===== src/source/phy_mgmt_pkg.sv =====
// management bus package
// bus widths, slave select and register maps of the phy management port
`default_nettype none

package phy_mgmt_pkg;

	////////////////////
	// bus geometry
	////////////////////
	localparam int MGMT_ADDR_W  = 9;	// word address on the top port
	localparam int SLAVE_ADDR_W = 8;	// word address inside a slave
	localparam int MGMT_DATA_W  = 32;
	localparam int SEL_BIT      = 8;	// set selects the reconfig slave

	localparam logic [MGMT_DATA_W-1:0] PHY_ID = 32'h0A10_6B52;	// fixed id word

	////////////////////
	// status csr map
	////////////////////
	typedef enum logic [SLAVE_ADDR_W-1:0] {
		CSR_ID         = 8'd0,	// read only
		CSR_BLOCK_LOCK = 8'd1,	// per channel, synced
		CSR_DATA_READY = 8'd2,	// per channel, synced
		CSR_HI_BER     = 8'd3,	// latched, clear on read
		CSR_CONTROL    = 8'd4,	// digital reset controls
		CSR_SUMMARY    = 8'd5	// pll lock and ready flags
	} csr_reg_e;

	localparam int CTRL_RX_RESET_LSB = 8;	// rx resets start here, tx reset is bit 0

	////////////////////
	// reconfig map
	////////////////////
	typedef enum logic [SLAVE_ADDR_W-1:0] {
		RC_CHANNEL = 8'd0,	// target channel
		RC_VOD     = 8'd1,
		RC_PRETAP  = 8'd2,
		RC_TAP1    = 8'd3,
		RC_TAP2    = 8'd4,
		RC_DC_GAIN = 8'd5,
		RC_EQ_CTRL = 8'd6,
		RC_APPLY   = 8'd7	// write starts apply, bit 0 reads busy
	} reconf_reg_e;

endpackage

`default_nettype wire


===== src/source/phy_pma_pkg.sv =====
// pma package
// channel count, status sync depth and the analog settings of a channel
`default_nettype none

package phy_pma_pkg;

	////////////////////
	// channels and sync
	////////////////////
	localparam int NUM_CHANNELS = 4;
	localparam int CH_IDX_W     = 2;	// enough for NUM_CHANNELS
	localparam int SYNC_DEPTH   = 2;	// flops per synchronizer

	// block lock, data ready, hi ber per channel plus tx pll lock
	localparam int STATUS_W = 3*NUM_CHANNELS + 1;

	////////////////////
	// analog fields
	////////////////////
	typedef logic [2:0] vod_t;
	typedef logic [2:0] pretap_t;
	typedef logic [3:0] tap1_t;
	typedef logic [2:0] tap2_t;
	typedef logic [2:0] dc_gain_t;
	typedef logic [4:0] eq_ctrl_t;

	// legal maxima, writes above these saturate
	localparam int VOD_MAX     = 7;
	localparam int PRETAP_MAX  = 7;
	localparam int TAP1_MAX    = 15;
	localparam int TAP2_MAX    = 7;
	localparam int DC_GAIN_MAX = 4;	// field could hold 7
	localparam int EQ_CTRL_MAX = 16;	// field could hold 31

	typedef struct packed {
		vod_t     vod;	// msbs
		pretap_t  pretap;
		tap1_t    tap1;
		tap2_t    tap2;
		dc_gain_t dc_gain;
		eq_ctrl_t eq_ctrl;	// lsbs
	} pma_settings_t;

	localparam int SETTINGS_W = $bits(pma_settings_t);	// 21

	// power-up analog defaults of every channel
	localparam pma_settings_t RESET_SETTINGS = '{
		vod: 3'd1, pretap: 3'd0, tap1: 4'd5, tap2: 3'd0, dc_gain: 3'd0, eq_ctrl: 5'd14
	};

	////////////////////
	// apply timing
	////////////////////
	localparam int APPLY_CYCLES = 16;	// busy time of one apply
	localparam int APPLY_CNT_W  = $clog2(APPLY_CYCLES);

	typedef enum logic {
		APPLY_IDLE,
		APPLY_BUSY
	} apply_state_e;

endpackage

`default_nettype wire


===== src/source/mgmt_slave_if.sv =====
// management slave bus
// one decoded request/response path from the decoder to a single slave
`timescale 1ns/1ns
`default_nettype none

interface mgmt_slave_if;
	import phy_mgmt_pkg::*;

	logic [SLAVE_ADDR_W-1:0] address;	// register offset in the slave
	logic                    read;	// one-cycle pulse
	logic                    write;	// one-cycle pulse
	logic [MGMT_DATA_W-1:0]  writedata;
	logic [MGMT_DATA_W-1:0]  readdata;	// registered by the slave, holds

	// decoder side
	modport master (
		output address,
		output read,
		output write,
		output writedata,
		input  readdata
	);

	// register block side
	modport slave (
		input  address,
		input  read,
		input  write,
		input  writedata,
		output readdata
	);

endinterface

`default_nettype wire


===== src/source/mgmt_decoder.sv =====
// management decoder
// splits the port into csr and reconfig slaves, generates waitrequest
`timescale 1ns/1ns
`default_nettype none

module mgmt_decoder
(
	input  wire                                  phy_mgmt_clk,
	input  wire                                  rst,
	input  wire                                  phy_mgmt_read,
	input  wire                                  phy_mgmt_write,
	input  wire  [phy_mgmt_pkg::MGMT_ADDR_W-1:0] phy_mgmt_address,
	input  wire  [phy_mgmt_pkg::MGMT_DATA_W-1:0] phy_mgmt_writedata,
	input  wire                                  busy,	// reconfig apply running
	output logic [phy_mgmt_pkg::MGMT_DATA_W-1:0] phy_mgmt_readdata,
	output logic                                 phy_mgmt_waitrequest,
	mgmt_slave_if.master                         csr_bus,
	mgmt_slave_if.master                         reconf_bus
);
	import phy_mgmt_pkg::*;

	logic sel_reconf;	// address targets reconfig slave
	logic rd_wait_q;	// high in the second cycle of a read
	logic rd_go;	// first cycle of a read
	logic wr_stall;	// write held off by apply
	logic rd_sel_q;	// slave selection taken with the read

	assign sel_reconf = phy_mgmt_address[SEL_BIT];
	assign rd_go      = phy_mgmt_read && !rd_wait_q;
	assign wr_stall   = phy_mgmt_write && sel_reconf && busy;

	// reads wait one cycle, reconfig writes wait out busy
	assign phy_mgmt_waitrequest = rd_go || wr_stall;

	////////////////////
	// read wait flag
	////////////////////
	always_ff @(posedge phy_mgmt_clk)
	begin
		if (rst)
		begin
			rd_wait_q <= 1'b0;
			rd_sel_q  <= 1'b0;
		end
		else
		begin
			rd_wait_q <= rd_go;	// one cycle only, read ends next cycle
			if (rd_go)
				rd_sel_q <= sel_reconf;	// remember who answers
		end
	end

	////////////////////
	// slave requests
	////////////////////
	assign csr_bus.address    = phy_mgmt_address[SLAVE_ADDR_W-1:0];
	assign csr_bus.writedata  = phy_mgmt_writedata;
	assign csr_bus.read       = rd_go && !sel_reconf;
	assign csr_bus.write      = phy_mgmt_write && !sel_reconf;	// never stalled

	assign reconf_bus.address   = phy_mgmt_address[SLAVE_ADDR_W-1:0];
	assign reconf_bus.writedata = phy_mgmt_writedata;
	assign reconf_bus.read      = rd_go && sel_reconf;
	assign reconf_bus.write     = phy_mgmt_write && sel_reconf && !busy;	// withheld while busy

	// response path, valid in the cycle waitrequest drops
	assign phy_mgmt_readdata = rd_sel_q ? reconf_bus.readdata : csr_bus.readdata;

endmodule

`default_nettype wire


===== src/source/status_csr.sv =====
// status csr
// syncs lock/ready/ber status, latches hi ber, holds digital reset controls
`timescale 1ns/1ns
`default_nettype none

module status_csr
(
	input  wire                                 phy_mgmt_clk,
	input  wire                                 rst,
	input  wire                                 tx_pll_locked,	// async
	input  wire  [phy_pma_pkg::NUM_CHANNELS-1:0] rx_block_lock,	// async
	input  wire  [phy_pma_pkg::NUM_CHANNELS-1:0] rx_data_ready,	// async
	input  wire  [phy_pma_pkg::NUM_CHANNELS-1:0] rx_hi_ber,	// async, may pulse
	mgmt_slave_if.slave                         bus,
	output logic                                pll_locked,
	output logic                                tx_ready,
	output logic                                rx_ready,
	output logic                                tx_digital_reset,
	output logic [phy_pma_pkg::NUM_CHANNELS-1:0] rx_digital_reset
);
	import phy_mgmt_pkg::*;
	import phy_pma_pkg::*;

	logic [STATUS_W-1:0]     status_raw;
	logic [STATUS_W-1:0]     sync_q [SYNC_DEPTH];	// stage 0 is metastable
	logic [STATUS_W-1:0]     status_s;
	logic [NUM_CHANNELS-1:0] block_lock_s;
	logic [NUM_CHANNELS-1:0] data_ready_s;
	logic [NUM_CHANNELS-1:0] hi_ber_s;
	logic                    pll_locked_s;
	logic [NUM_CHANNELS-1:0] hi_ber_q;	// sticky until read
	logic                    tx_rst_q;
	logic [NUM_CHANNELS-1:0] rx_rst_q;
	logic [MGMT_DATA_W-1:0]  ctrl_word;
	csr_reg_e                reg_sel;
	logic                    hi_ber_rd;

	assign reg_sel   = csr_reg_e'(bus.address);
	assign hi_ber_rd = bus.read && (reg_sel == CSR_HI_BER);

	////////////////////
	// synchronizers
	////////////////////
	assign status_raw = {tx_pll_locked, rx_hi_ber, rx_data_ready, rx_block_lock};

	always_ff @(posedge phy_mgmt_clk)
	begin
		if (rst)
		begin
			for (int i = 0; i < SYNC_DEPTH; i++)
				sync_q[i] <= '0;
		end
		else
		begin
			sync_q[0] <= status_raw;
			for (int i = 1; i < SYNC_DEPTH; i++)
				sync_q[i] <= sync_q[i-1];	// shift toward output
		end
	end

	assign status_s     = sync_q[SYNC_DEPTH-1];
	assign block_lock_s = status_s[NUM_CHANNELS-1:0];
	assign data_ready_s = status_s[2*NUM_CHANNELS-1:NUM_CHANNELS];
	assign hi_ber_s     = status_s[3*NUM_CHANNELS-1:2*NUM_CHANNELS];
	assign pll_locked_s = status_s[STATUS_W-1];

	////////////////////
	// hi ber latch and resets
	////////////////////
	always_ff @(posedge phy_mgmt_clk)
	begin
		if (rst)
		begin
			hi_ber_q <= '0;
			tx_rst_q <= 1'b1;	// resets held until software releases
			rx_rst_q <= '1;
		end
		else
		begin
			hi_ber_q <= (hi_ber_rd ? '0 : hi_ber_q) | hi_ber_s;	// new set beats clear
			if (bus.write && (reg_sel == CSR_CONTROL))
			begin
				tx_rst_q <= bus.writedata[0];
				rx_rst_q <= bus.writedata[CTRL_RX_RESET_LSB +: NUM_CHANNELS];
			end
		end
	end

	always_comb
	begin
		ctrl_word    = '0;
		ctrl_word[0] = tx_rst_q;
		ctrl_word[CTRL_RX_RESET_LSB +: NUM_CHANNELS] = rx_rst_q;
	end

	// readiness straight from synced status, no extra flop
	assign pll_locked       = pll_locked_s;
	assign tx_ready         = pll_locked_s && !tx_rst_q;
	assign rx_ready         = (&data_ready_s) && !(|rx_rst_q) && tx_ready;
	assign tx_digital_reset = tx_rst_q;
	assign rx_digital_reset = rx_rst_q;

	////////////////////
	// read mux
	////////////////////
	always_ff @(posedge phy_mgmt_clk)
	begin
		if (bus.read)
		begin
			case (reg_sel)
				CSR_ID:         bus.readdata <= PHY_ID;
				CSR_BLOCK_LOCK: bus.readdata <= MGMT_DATA_W'(block_lock_s);
				CSR_DATA_READY: bus.readdata <= MGMT_DATA_W'(data_ready_s);
				CSR_HI_BER:     bus.readdata <= MGMT_DATA_W'(hi_ber_q);	// value before clear
				CSR_CONTROL:    bus.readdata <= ctrl_word;
				CSR_SUMMARY:    bus.readdata <= MGMT_DATA_W'({rx_ready, tx_ready, pll_locked_s});
				default:        bus.readdata <= '0;	// unmapped
			endcase
		end
	end

endmodule

`default_nettype wire


===== src/source/pma_reconfig.sv =====
// pma reconfiguration
// stages clamped analog settings and applies them to one channel after a busy time
`timescale 1ns/1ns
`default_nettype none

module pma_reconfig
(
	input  wire         phy_mgmt_clk,
	input  wire         rst,
	mgmt_slave_if.slave bus,
	output logic        busy,	// apply in progress
	output logic [phy_pma_pkg::NUM_CHANNELS*phy_pma_pkg::SETTINGS_W-1:0] pma_settings
);
	import phy_mgmt_pkg::*;
	import phy_pma_pkg::*;

	reconf_reg_e            reg_sel;
	pma_settings_t          stage_q;	// staging set, shared by all channels
	pma_settings_t          active_q [NUM_CHANNELS];	// settings in use
	logic [CH_IDX_W-1:0]    ch_sel_q;
	logic [CH_IDX_W-1:0]    apply_ch_q;	// channel taken at apply
	apply_state_e           state_q;
	logic [APPLY_CNT_W-1:0] cnt_q;
	logic                   apply_go;
	logic                   apply_done;

	assign reg_sel    = reconf_reg_e'(bus.address);
	assign apply_go   = bus.write && (reg_sel == RC_APPLY) && (state_q == APPLY_IDLE);
	assign apply_done = (state_q == APPLY_BUSY) && (cnt_q == APPLY_CNT_W'(APPLY_CYCLES - 1));
	assign busy       = (state_q == APPLY_BUSY);

	////////////////////
	// staging registers
	////////////////////
	always_ff @(posedge phy_mgmt_clk)
	begin
		if (rst)
		begin
			stage_q  <= RESET_SETTINGS;
			ch_sel_q <= '0;
		end
		else if (bus.write)
		begin
			case (reg_sel)	// each field saturates at its max
				RC_CHANNEL: ch_sel_q <= bus.writedata[CH_IDX_W-1:0];
				RC_VOD:     stage_q.vod <= (bus.writedata > VOD_MAX) ?
						vod_t'(VOD_MAX) : vod_t'(bus.writedata);
				RC_PRETAP:  stage_q.pretap <= (bus.writedata > PRETAP_MAX) ?
						pretap_t'(PRETAP_MAX) : pretap_t'(bus.writedata);
				RC_TAP1:    stage_q.tap1 <= (bus.writedata > TAP1_MAX) ?
						tap1_t'(TAP1_MAX) : tap1_t'(bus.writedata);
				RC_TAP2:    stage_q.tap2 <= (bus.writedata > TAP2_MAX) ?
						tap2_t'(TAP2_MAX) : tap2_t'(bus.writedata);
				RC_DC_GAIN: stage_q.dc_gain <= (bus.writedata > DC_GAIN_MAX) ?
						dc_gain_t'(DC_GAIN_MAX) : dc_gain_t'(bus.writedata);
				RC_EQ_CTRL: stage_q.eq_ctrl <= (bus.writedata > EQ_CTRL_MAX) ?
						eq_ctrl_t'(EQ_CTRL_MAX) : eq_ctrl_t'(bus.writedata);
				default: ;	// apply handled by the fsm
			endcase
		end
	end

	////////////////////
	// apply fsm
	////////////////////
	always_ff @(posedge phy_mgmt_clk)
	begin
		if (rst)
		begin
			state_q    <= APPLY_IDLE;
			cnt_q      <= '0;
			apply_ch_q <= '0;
		end
		else
		begin
			case (state_q)
				APPLY_IDLE:
				begin
					if (apply_go)
					begin
						state_q    <= APPLY_BUSY;	// busy from next cycle
						cnt_q      <= '0;
						apply_ch_q <= ch_sel_q;
					end
				end
				APPLY_BUSY:
				begin
					if (apply_done)
						state_q <= APPLY_IDLE;
					else
						cnt_q <= cnt_q + 1'b1;
				end
				default: state_q <= APPLY_IDLE;
			endcase
		end
	end

	// active sets, target changes on the edge busy falls
	always_ff @(posedge phy_mgmt_clk)
	begin
		if (rst)
		begin
			for (int i = 0; i < NUM_CHANNELS; i++)
				active_q[i] <= RESET_SETTINGS;
		end
		else if (apply_done)
			active_q[apply_ch_q] <= stage_q;
	end

	always_comb
	begin
		for (int i = 0; i < NUM_CHANNELS; i++)
			pma_settings[i*SETTINGS_W +: SETTINGS_W] = active_q[i];	// ch 0 in lsbs
	end

	////////////////////
	// read mux
	////////////////////
	always_ff @(posedge phy_mgmt_clk)
	begin
		if (bus.read)
		begin
			case (reg_sel)
				RC_CHANNEL: bus.readdata <= MGMT_DATA_W'(ch_sel_q);
				RC_VOD:     bus.readdata <= MGMT_DATA_W'(stage_q.vod);
				RC_PRETAP:  bus.readdata <= MGMT_DATA_W'(stage_q.pretap);
				RC_TAP1:    bus.readdata <= MGMT_DATA_W'(stage_q.tap1);
				RC_TAP2:    bus.readdata <= MGMT_DATA_W'(stage_q.tap2);
				RC_DC_GAIN: bus.readdata <= MGMT_DATA_W'(stage_q.dc_gain);
				RC_EQ_CTRL: bus.readdata <= MGMT_DATA_W'(stage_q.eq_ctrl);
				RC_APPLY:   bus.readdata <= MGMT_DATA_W'(busy);	// status in bit 0
				default:    bus.readdata <= '0;
			endcase
		end
	end

endmodule

`default_nettype wire


===== src/source/phy_mgmt_top.sv =====
// phy management top
// management port, status csr and pma reconfiguration of a multi-channel 10gbase-r phy
`timescale 1ns/1ns
`default_nettype none

module phy_mgmt_top
(
	input  wire                                          phy_mgmt_clk,
	input  wire                                          rst,
	input  wire                                          phy_mgmt_read,
	input  wire                                          phy_mgmt_write,
	input  wire  [phy_mgmt_pkg::MGMT_ADDR_W-1:0]         phy_mgmt_address,
	input  wire  [phy_mgmt_pkg::MGMT_DATA_W-1:0]         phy_mgmt_writedata,
	output wire  [phy_mgmt_pkg::MGMT_DATA_W-1:0]         phy_mgmt_readdata,
	output wire                                          phy_mgmt_waitrequest,
	input  wire                                          tx_pll_locked,
	input  wire  [phy_pma_pkg::NUM_CHANNELS-1:0]         rx_block_lock,
	input  wire  [phy_pma_pkg::NUM_CHANNELS-1:0]         rx_data_ready,
	input  wire  [phy_pma_pkg::NUM_CHANNELS-1:0]         rx_hi_ber,
	output wire                                          pll_locked,
	output wire                                          tx_ready,
	output wire                                          rx_ready,
	output wire                                          tx_digital_reset,
	output wire  [phy_pma_pkg::NUM_CHANNELS-1:0]         rx_digital_reset,
	output wire  [phy_pma_pkg::NUM_CHANNELS*phy_pma_pkg::SETTINGS_W-1:0] pma_settings,
	output wire                                          reconfig_busy
);

	mgmt_slave_if csr_bus ();	// low half of the address map
	mgmt_slave_if reconf_bus ();	// high half, SEL_BIT set

	////////////////////
	// port decoder
	////////////////////
	mgmt_decoder u_decoder (
		.phy_mgmt_clk         (phy_mgmt_clk),
		.rst                  (rst),
		.phy_mgmt_read        (phy_mgmt_read),
		.phy_mgmt_write       (phy_mgmt_write),
		.phy_mgmt_address     (phy_mgmt_address),
		.phy_mgmt_writedata   (phy_mgmt_writedata),
		.busy                 (reconfig_busy),	// back-pressure source
		.phy_mgmt_readdata    (phy_mgmt_readdata),
		.phy_mgmt_waitrequest (phy_mgmt_waitrequest),
		.csr_bus              (csr_bus.master),
		.reconf_bus           (reconf_bus.master)
	);

	////////////////////
	// slaves
	////////////////////
	status_csr u_status_csr (
		.phy_mgmt_clk     (phy_mgmt_clk),
		.rst              (rst),
		.tx_pll_locked    (tx_pll_locked),
		.rx_block_lock    (rx_block_lock),
		.rx_data_ready    (rx_data_ready),
		.rx_hi_ber        (rx_hi_ber),
		.bus              (csr_bus.slave),
		.pll_locked       (pll_locked),
		.tx_ready         (tx_ready),
		.rx_ready         (rx_ready),
		.tx_digital_reset (tx_digital_reset),
		.rx_digital_reset (rx_digital_reset)
	);

	pma_reconfig u_pma_reconfig (
		.phy_mgmt_clk (phy_mgmt_clk),
		.rst          (rst),
		.bus          (reconf_bus.slave),
		.busy         (reconfig_busy),
		.pma_settings (pma_settings)	// flat, channel 0 in lsbs
	);

endmodule

`default_nettype wire


===== config.mk =====
export PLATFORM = sky130hd
export DESIGN_NAME = phy_mgmt_top
export DESIGN_NICKNAME = d
export VERILOG_FILES = /design/src/source/phy_mgmt_pkg.sv /design/src/source/phy_pma_pkg.sv /design/src/source/mgmt_slave_if.sv /design/src/source/mgmt_decoder.sv /design/src/source/status_csr.sv /design/src/source/pma_reconfig.sv /design/src/source/phy_mgmt_top.sv
export SDC_FILE = /design/constraint.sdc
export NUM_CORES = 1
export LEC_CHECK = 0
export ABC_AREA = 1
export BUFFER_PORTS_ARGS = -buffer_cell sky130_fd_sc_hd__buf_2
export CAP_MARGIN = 30
export CORE_MARGIN = 5
export CORE_UTILIZATION = 35
export DETAILED_ROUTE_END_ITERATION = 7
export PLACE_DENSITY = 0.7
export SLEW_MARGIN = 5
export SYNTH_ARGS = -nofsm -noshare
export SYNTH_HDL_FRONTEND = slang
export SYNTH_SLANG_ARGS = --single-unit

===== constraint.sdc =====
create_clock -name phy_mgmt_clk -period 2.8 [get_ports phy_mgmt_clk]
set_input_delay 0.14 -clock phy_mgmt_clk [delete_from_list [all_inputs] [get_ports phy_mgmt_clk]]
set_output_delay 0.14 -clock phy_mgmt_clk [all_outputs]
set_load 0.005 [all_outputs]

==> flow_summary_export.csv <==
group,metric,value,unit
drt,drt_iter0_drc,311,
setup_path,cp.arrival,2.45,ns
floorplanning,die_height,148,um
global_route,use_met3,4.87,%
power_and_ir_drop,peakVddDrop,0.458,mV
global_route,grt.total_usage,15.5,%
setup_path,reg2reg_from,"u_pma_reconfig.cnt_q[0]",
clock_tree,postCtsSetupRepairBufs,0,
global_route,grt_use_met1,19.6,%
drt,num_vias,5279,
synthesis,synthAdderAreaFrac,0.188,%
clock_tree,cts_buffer_depth,2,
worst_hold_path,hold_class,"in -> reg",
synthesis,synth.area.mux_share,0.677,%
setup_path,required,2.93,ns
finish,antenna_cells,0,
synthesis,yosysTopAreaCell,"edfxtp_1",
synthesis,avgSynthCellArea,9.60,sq um
global_route,grt_pass1_wl,26100,um
floorplanning,rows,50,
finish,drive_gt1_share,24.8,%
floorplanning,io_pins,184,
timing,drv_slew,0,
setup_path,max_stage_delay,0.37,ns
placement,io_buffers,166,
setup_path,critPathSlowestCell,"dfxtp_1",
synthesis,synthTopCellsByArea,"edfxtp_1, dfxtp_1, nor2_1, inv_1, nand2_1",
setup_path,r2r-end,"u_pma_reconfig.active_q[0][5]",
timing,slew_headroom,51.7,%
synthesis,ys_seq_elements,165,
setup_path,worstSetupStartpointType,"flip-flop",
timing,hold_viol_final,0,
floorplanning,start_util,35.6,%
global_route,antenna_found_initial,1,
synthesis,synth_largest_type_area_fraction,44.3,%
placement,place_area,0.00768,sq mm
clock_tree,cts_buffers,17,
drt,routed_wl,17100,um
clock_tree,clock_latency,0.43,ns
finish,design_area,0.00849,sq mm
drt,postRouteAntennaNets,0,
setup_path,cp_num_buf_inv,2,
timing,fin_crit_sh,82.6,%
setup_path,rr_worst_depth,8,
floorplanning,die-area,0.0219,sq mm
setup_path,crit_chain,"ha_1 -> nand4_4 -> nor2_8 -> nand2_4 -> nor2_4 -> inv_2 -> nand2_1 -> buf_4",
global_route,grt_overflow_total,0,
global_route,grt.busiest_layer,"met2",
floorplanning,die_x,148,um
finish,area_growth,27.7,%
timing,fmax,432,MHz
synthesis,ys_types,32,
clock_tree,cts_tree,"done",
clock_tree,clkSinkCount,165,
synthesis,yosys_warnings,0,
timing,skew,0.00838,ns
finish,layout.nets,945,
timing,finalSetupViolations,0,
setup_path,crit_family,"simple AND/OR/NAND/NOR gates",
synthesis,netlist_instances,693,
synthesis,synth_xor_area_share,0.132,%
setup_path,crit_end,"u_pma_reconfig.active_q[0][5]",
setup_path,cp.depth,8,
power_and_ir_drop,power_leakage,0.00361,uW
timing,layout_min_cycle_time,2.31,ns
synthesis,ys_seq_area_share,64.4,%
clock_tree,clk_pin_slew,0.06,ns
setup_path,path_class,"reg -> reg",
setup_path,crit_path_max_fanout,16,
drt,dr.pass1.iters,5,
power_and_ir_drop,powerDensity,634,mW/mm^2
setup_path,cp-startpoint,"u_pma_reconfig.cnt_q[0]",
drt,routed_via_density,4.66,
status,status,"finished, final reports clean",
global_route,grt_pass1_vias,4978,
synthesis,synth_compound_area_share,5.36,%
global_route,grt_use_met2,25.1,%
placement,gp_congestion,0.862,
setup_path,worstSetupEndpointType,"flip-flop",
clock_tree,root_buffer,"clkbuf_16",
clock_tree,htree_levels,4,
placement,dp_hpwl,12500,um
job,drv_cap,0,
timing,final.setup.tns,0,ns
setup_path,r2r_slack,0.49,ns
drt,wl_per_cell,15.1,um
synthesis,synth_top_family_by_area,"simple AND/OR/NAND/NOR gates",
synthesis,netlist_area,0.00665,sq mm
timing,rsz0062_at_grt,"no",
drt,drc,0,
floorplanning,core,0.0187,sq mm
global_route,grt_max_degree,47,
timing,tightestPinTransition,0.721,ns
synthesis,synth_simple_gate_area_share,19.6,%
worst register-to-register path, delay by kind of cell, from the launching register on:
| family | cells | cell delay [ns] |
|---|---|---|
| simple gates | 5 | 0.96 |
| buf+inv | 2 | 0.44 |
| flops | 1 | 0.37 |
| fa+ha+maj | 1 | 0.24 |
kinds of logic after synthesis:
group	Yosys count
flip-flops	165
other	1
buffers and inverters	142
XOR/XNOR	1
AND/OR/NAND/NOR	313
multiplexers	4
AO/OA/AOI/OAI	66
adder cells (fa/ha/maj)	1
layout by cell type (no fill, tap or decap), types with 8 or more instances in the layout:
master	instances
buf_2	166
buf_4	8
nand3_1	18
conb_1	17
nor2_1	167
edfxtp_1	98
inv_1	103
nand2_1	102
dlygate4sd3_1	19
nand4_1	11
a21oi_1	27
clkbuf_16	17
dfxtp_1	67
o21ai_0	25
what timing repair did:
action	in CTS	in global routing
resized for setup	0	0
endpoints found under the hold margin	19	0
hold buffers	19	0
endpoints found under the setup margin	0	0
worst min-delay path by stage:
stage	startpoint	end	slack (ns)	depth (start not counted)
after floorplan	rx_block_lock[0]	u_status_csr.sync_q[0][0]	0.25	2
after global placement	rx_block_lock[0]	u_status_csr.sync_q[0][0]	0.34	3
after detailed placement	rx_block_lock[2]	u_status_csr.sync_q[0][2]	0.34	3
after CTS	phy_mgmt_writedata[1]	u_pma_reconfig.stage_q[6]	0.02	3
after global routing	phy_mgmt_writedata[1]	u_pma_reconfig.stage_q[1]	0.04	3
final	phy_mgmt_writedata[1]	u_pma_reconfig.stage_q[6]	0.04	3
power by group:
group | switching (uW) | internal [uW]
clock | 980 | 1510
sequential | 24.6 | 2620
combinational | 143 | 108
total | 1150 | 4240
area by class of cell:
type                    instances  area [sq um]
well taps                     234           293
repair buffers                193          1080
fillers                      1735         10200
clock inverters                13           194
flip-flops and latches        165          4280
clock buffers                  19           433
multi-input cells             402          1810
inverters                     107           402
registers in the layout, indices dropped and copies added (netlist names):
register / count
u_pma_reconfig.stage_q: 21
u_pma_reconfig.bus.readdata: 5
u_pma_reconfig.ch_sel_q: 2
u_pma_reconfig.active_q: 84
u_status_csr.rx_digital_reset: 4
u_status_csr.bus.readdata: 9
u_status_csr.hi_ber_q: 4
u_status_csr.sync_q: 26
u_pma_reconfig.apply_ch_q: 2
u_decoder.rd_wait_q: 1
u_pma_reconfig.cnt_q: 4
u_status_csr.tx_digital_reset: 1
u_pma_reconfig.busy: 1
u_decoder.rd_sel_q: 1
stage by stage:
stage               util, %  instances  hold WS (ns)  setup WS, ns  power (uW)
finish                 45.4       1133        0.0369         0.486        5390
global route           45.4       1133        0.0430         0.348        5540
CTS                    45.4       1133        0.0226         0.496        5410
detailed placement     41.0       1082         0.345         0.508        2930
global placement       41.0       1082         0.340         0.605        2930
floorplan                 -        709         0.247         0.628        2820
per-layer routing:
layer | routed length, um | vias up
met2 | 7800 | 263
li1 | - | 2561
met3 | 1700 | 29
met1 | 7290 | 2424
met4 | 292 | 2
met5 | 13 | -
synth_stat cells:
library cell	instances
edfxtp_1	98
nand2_2	1
nor2_4	2
buf_6	2
ha_1	1
nand4_1	11
nand2_4	1
nor2_8	1
a21oi_1	27
mux2_2	4
xor2_1	1
o22ai_1	7
nand2_1	102
nand3b_1	1
inv_1	103
buf_2	2
nand4_4	1
nor2_2	4
dfxtp_1	67
buf_4	22
inv_2	4
nor2_1	167
nor3_1	2
o31ai_1	1
o211ai_1	6
or2_2	1
o21ai_0	25
nor3b_1	1
conb_1	1
buf_1	3
nand3_1	18
clkbuf_1	6
Power figures use the tool's default switching activity.
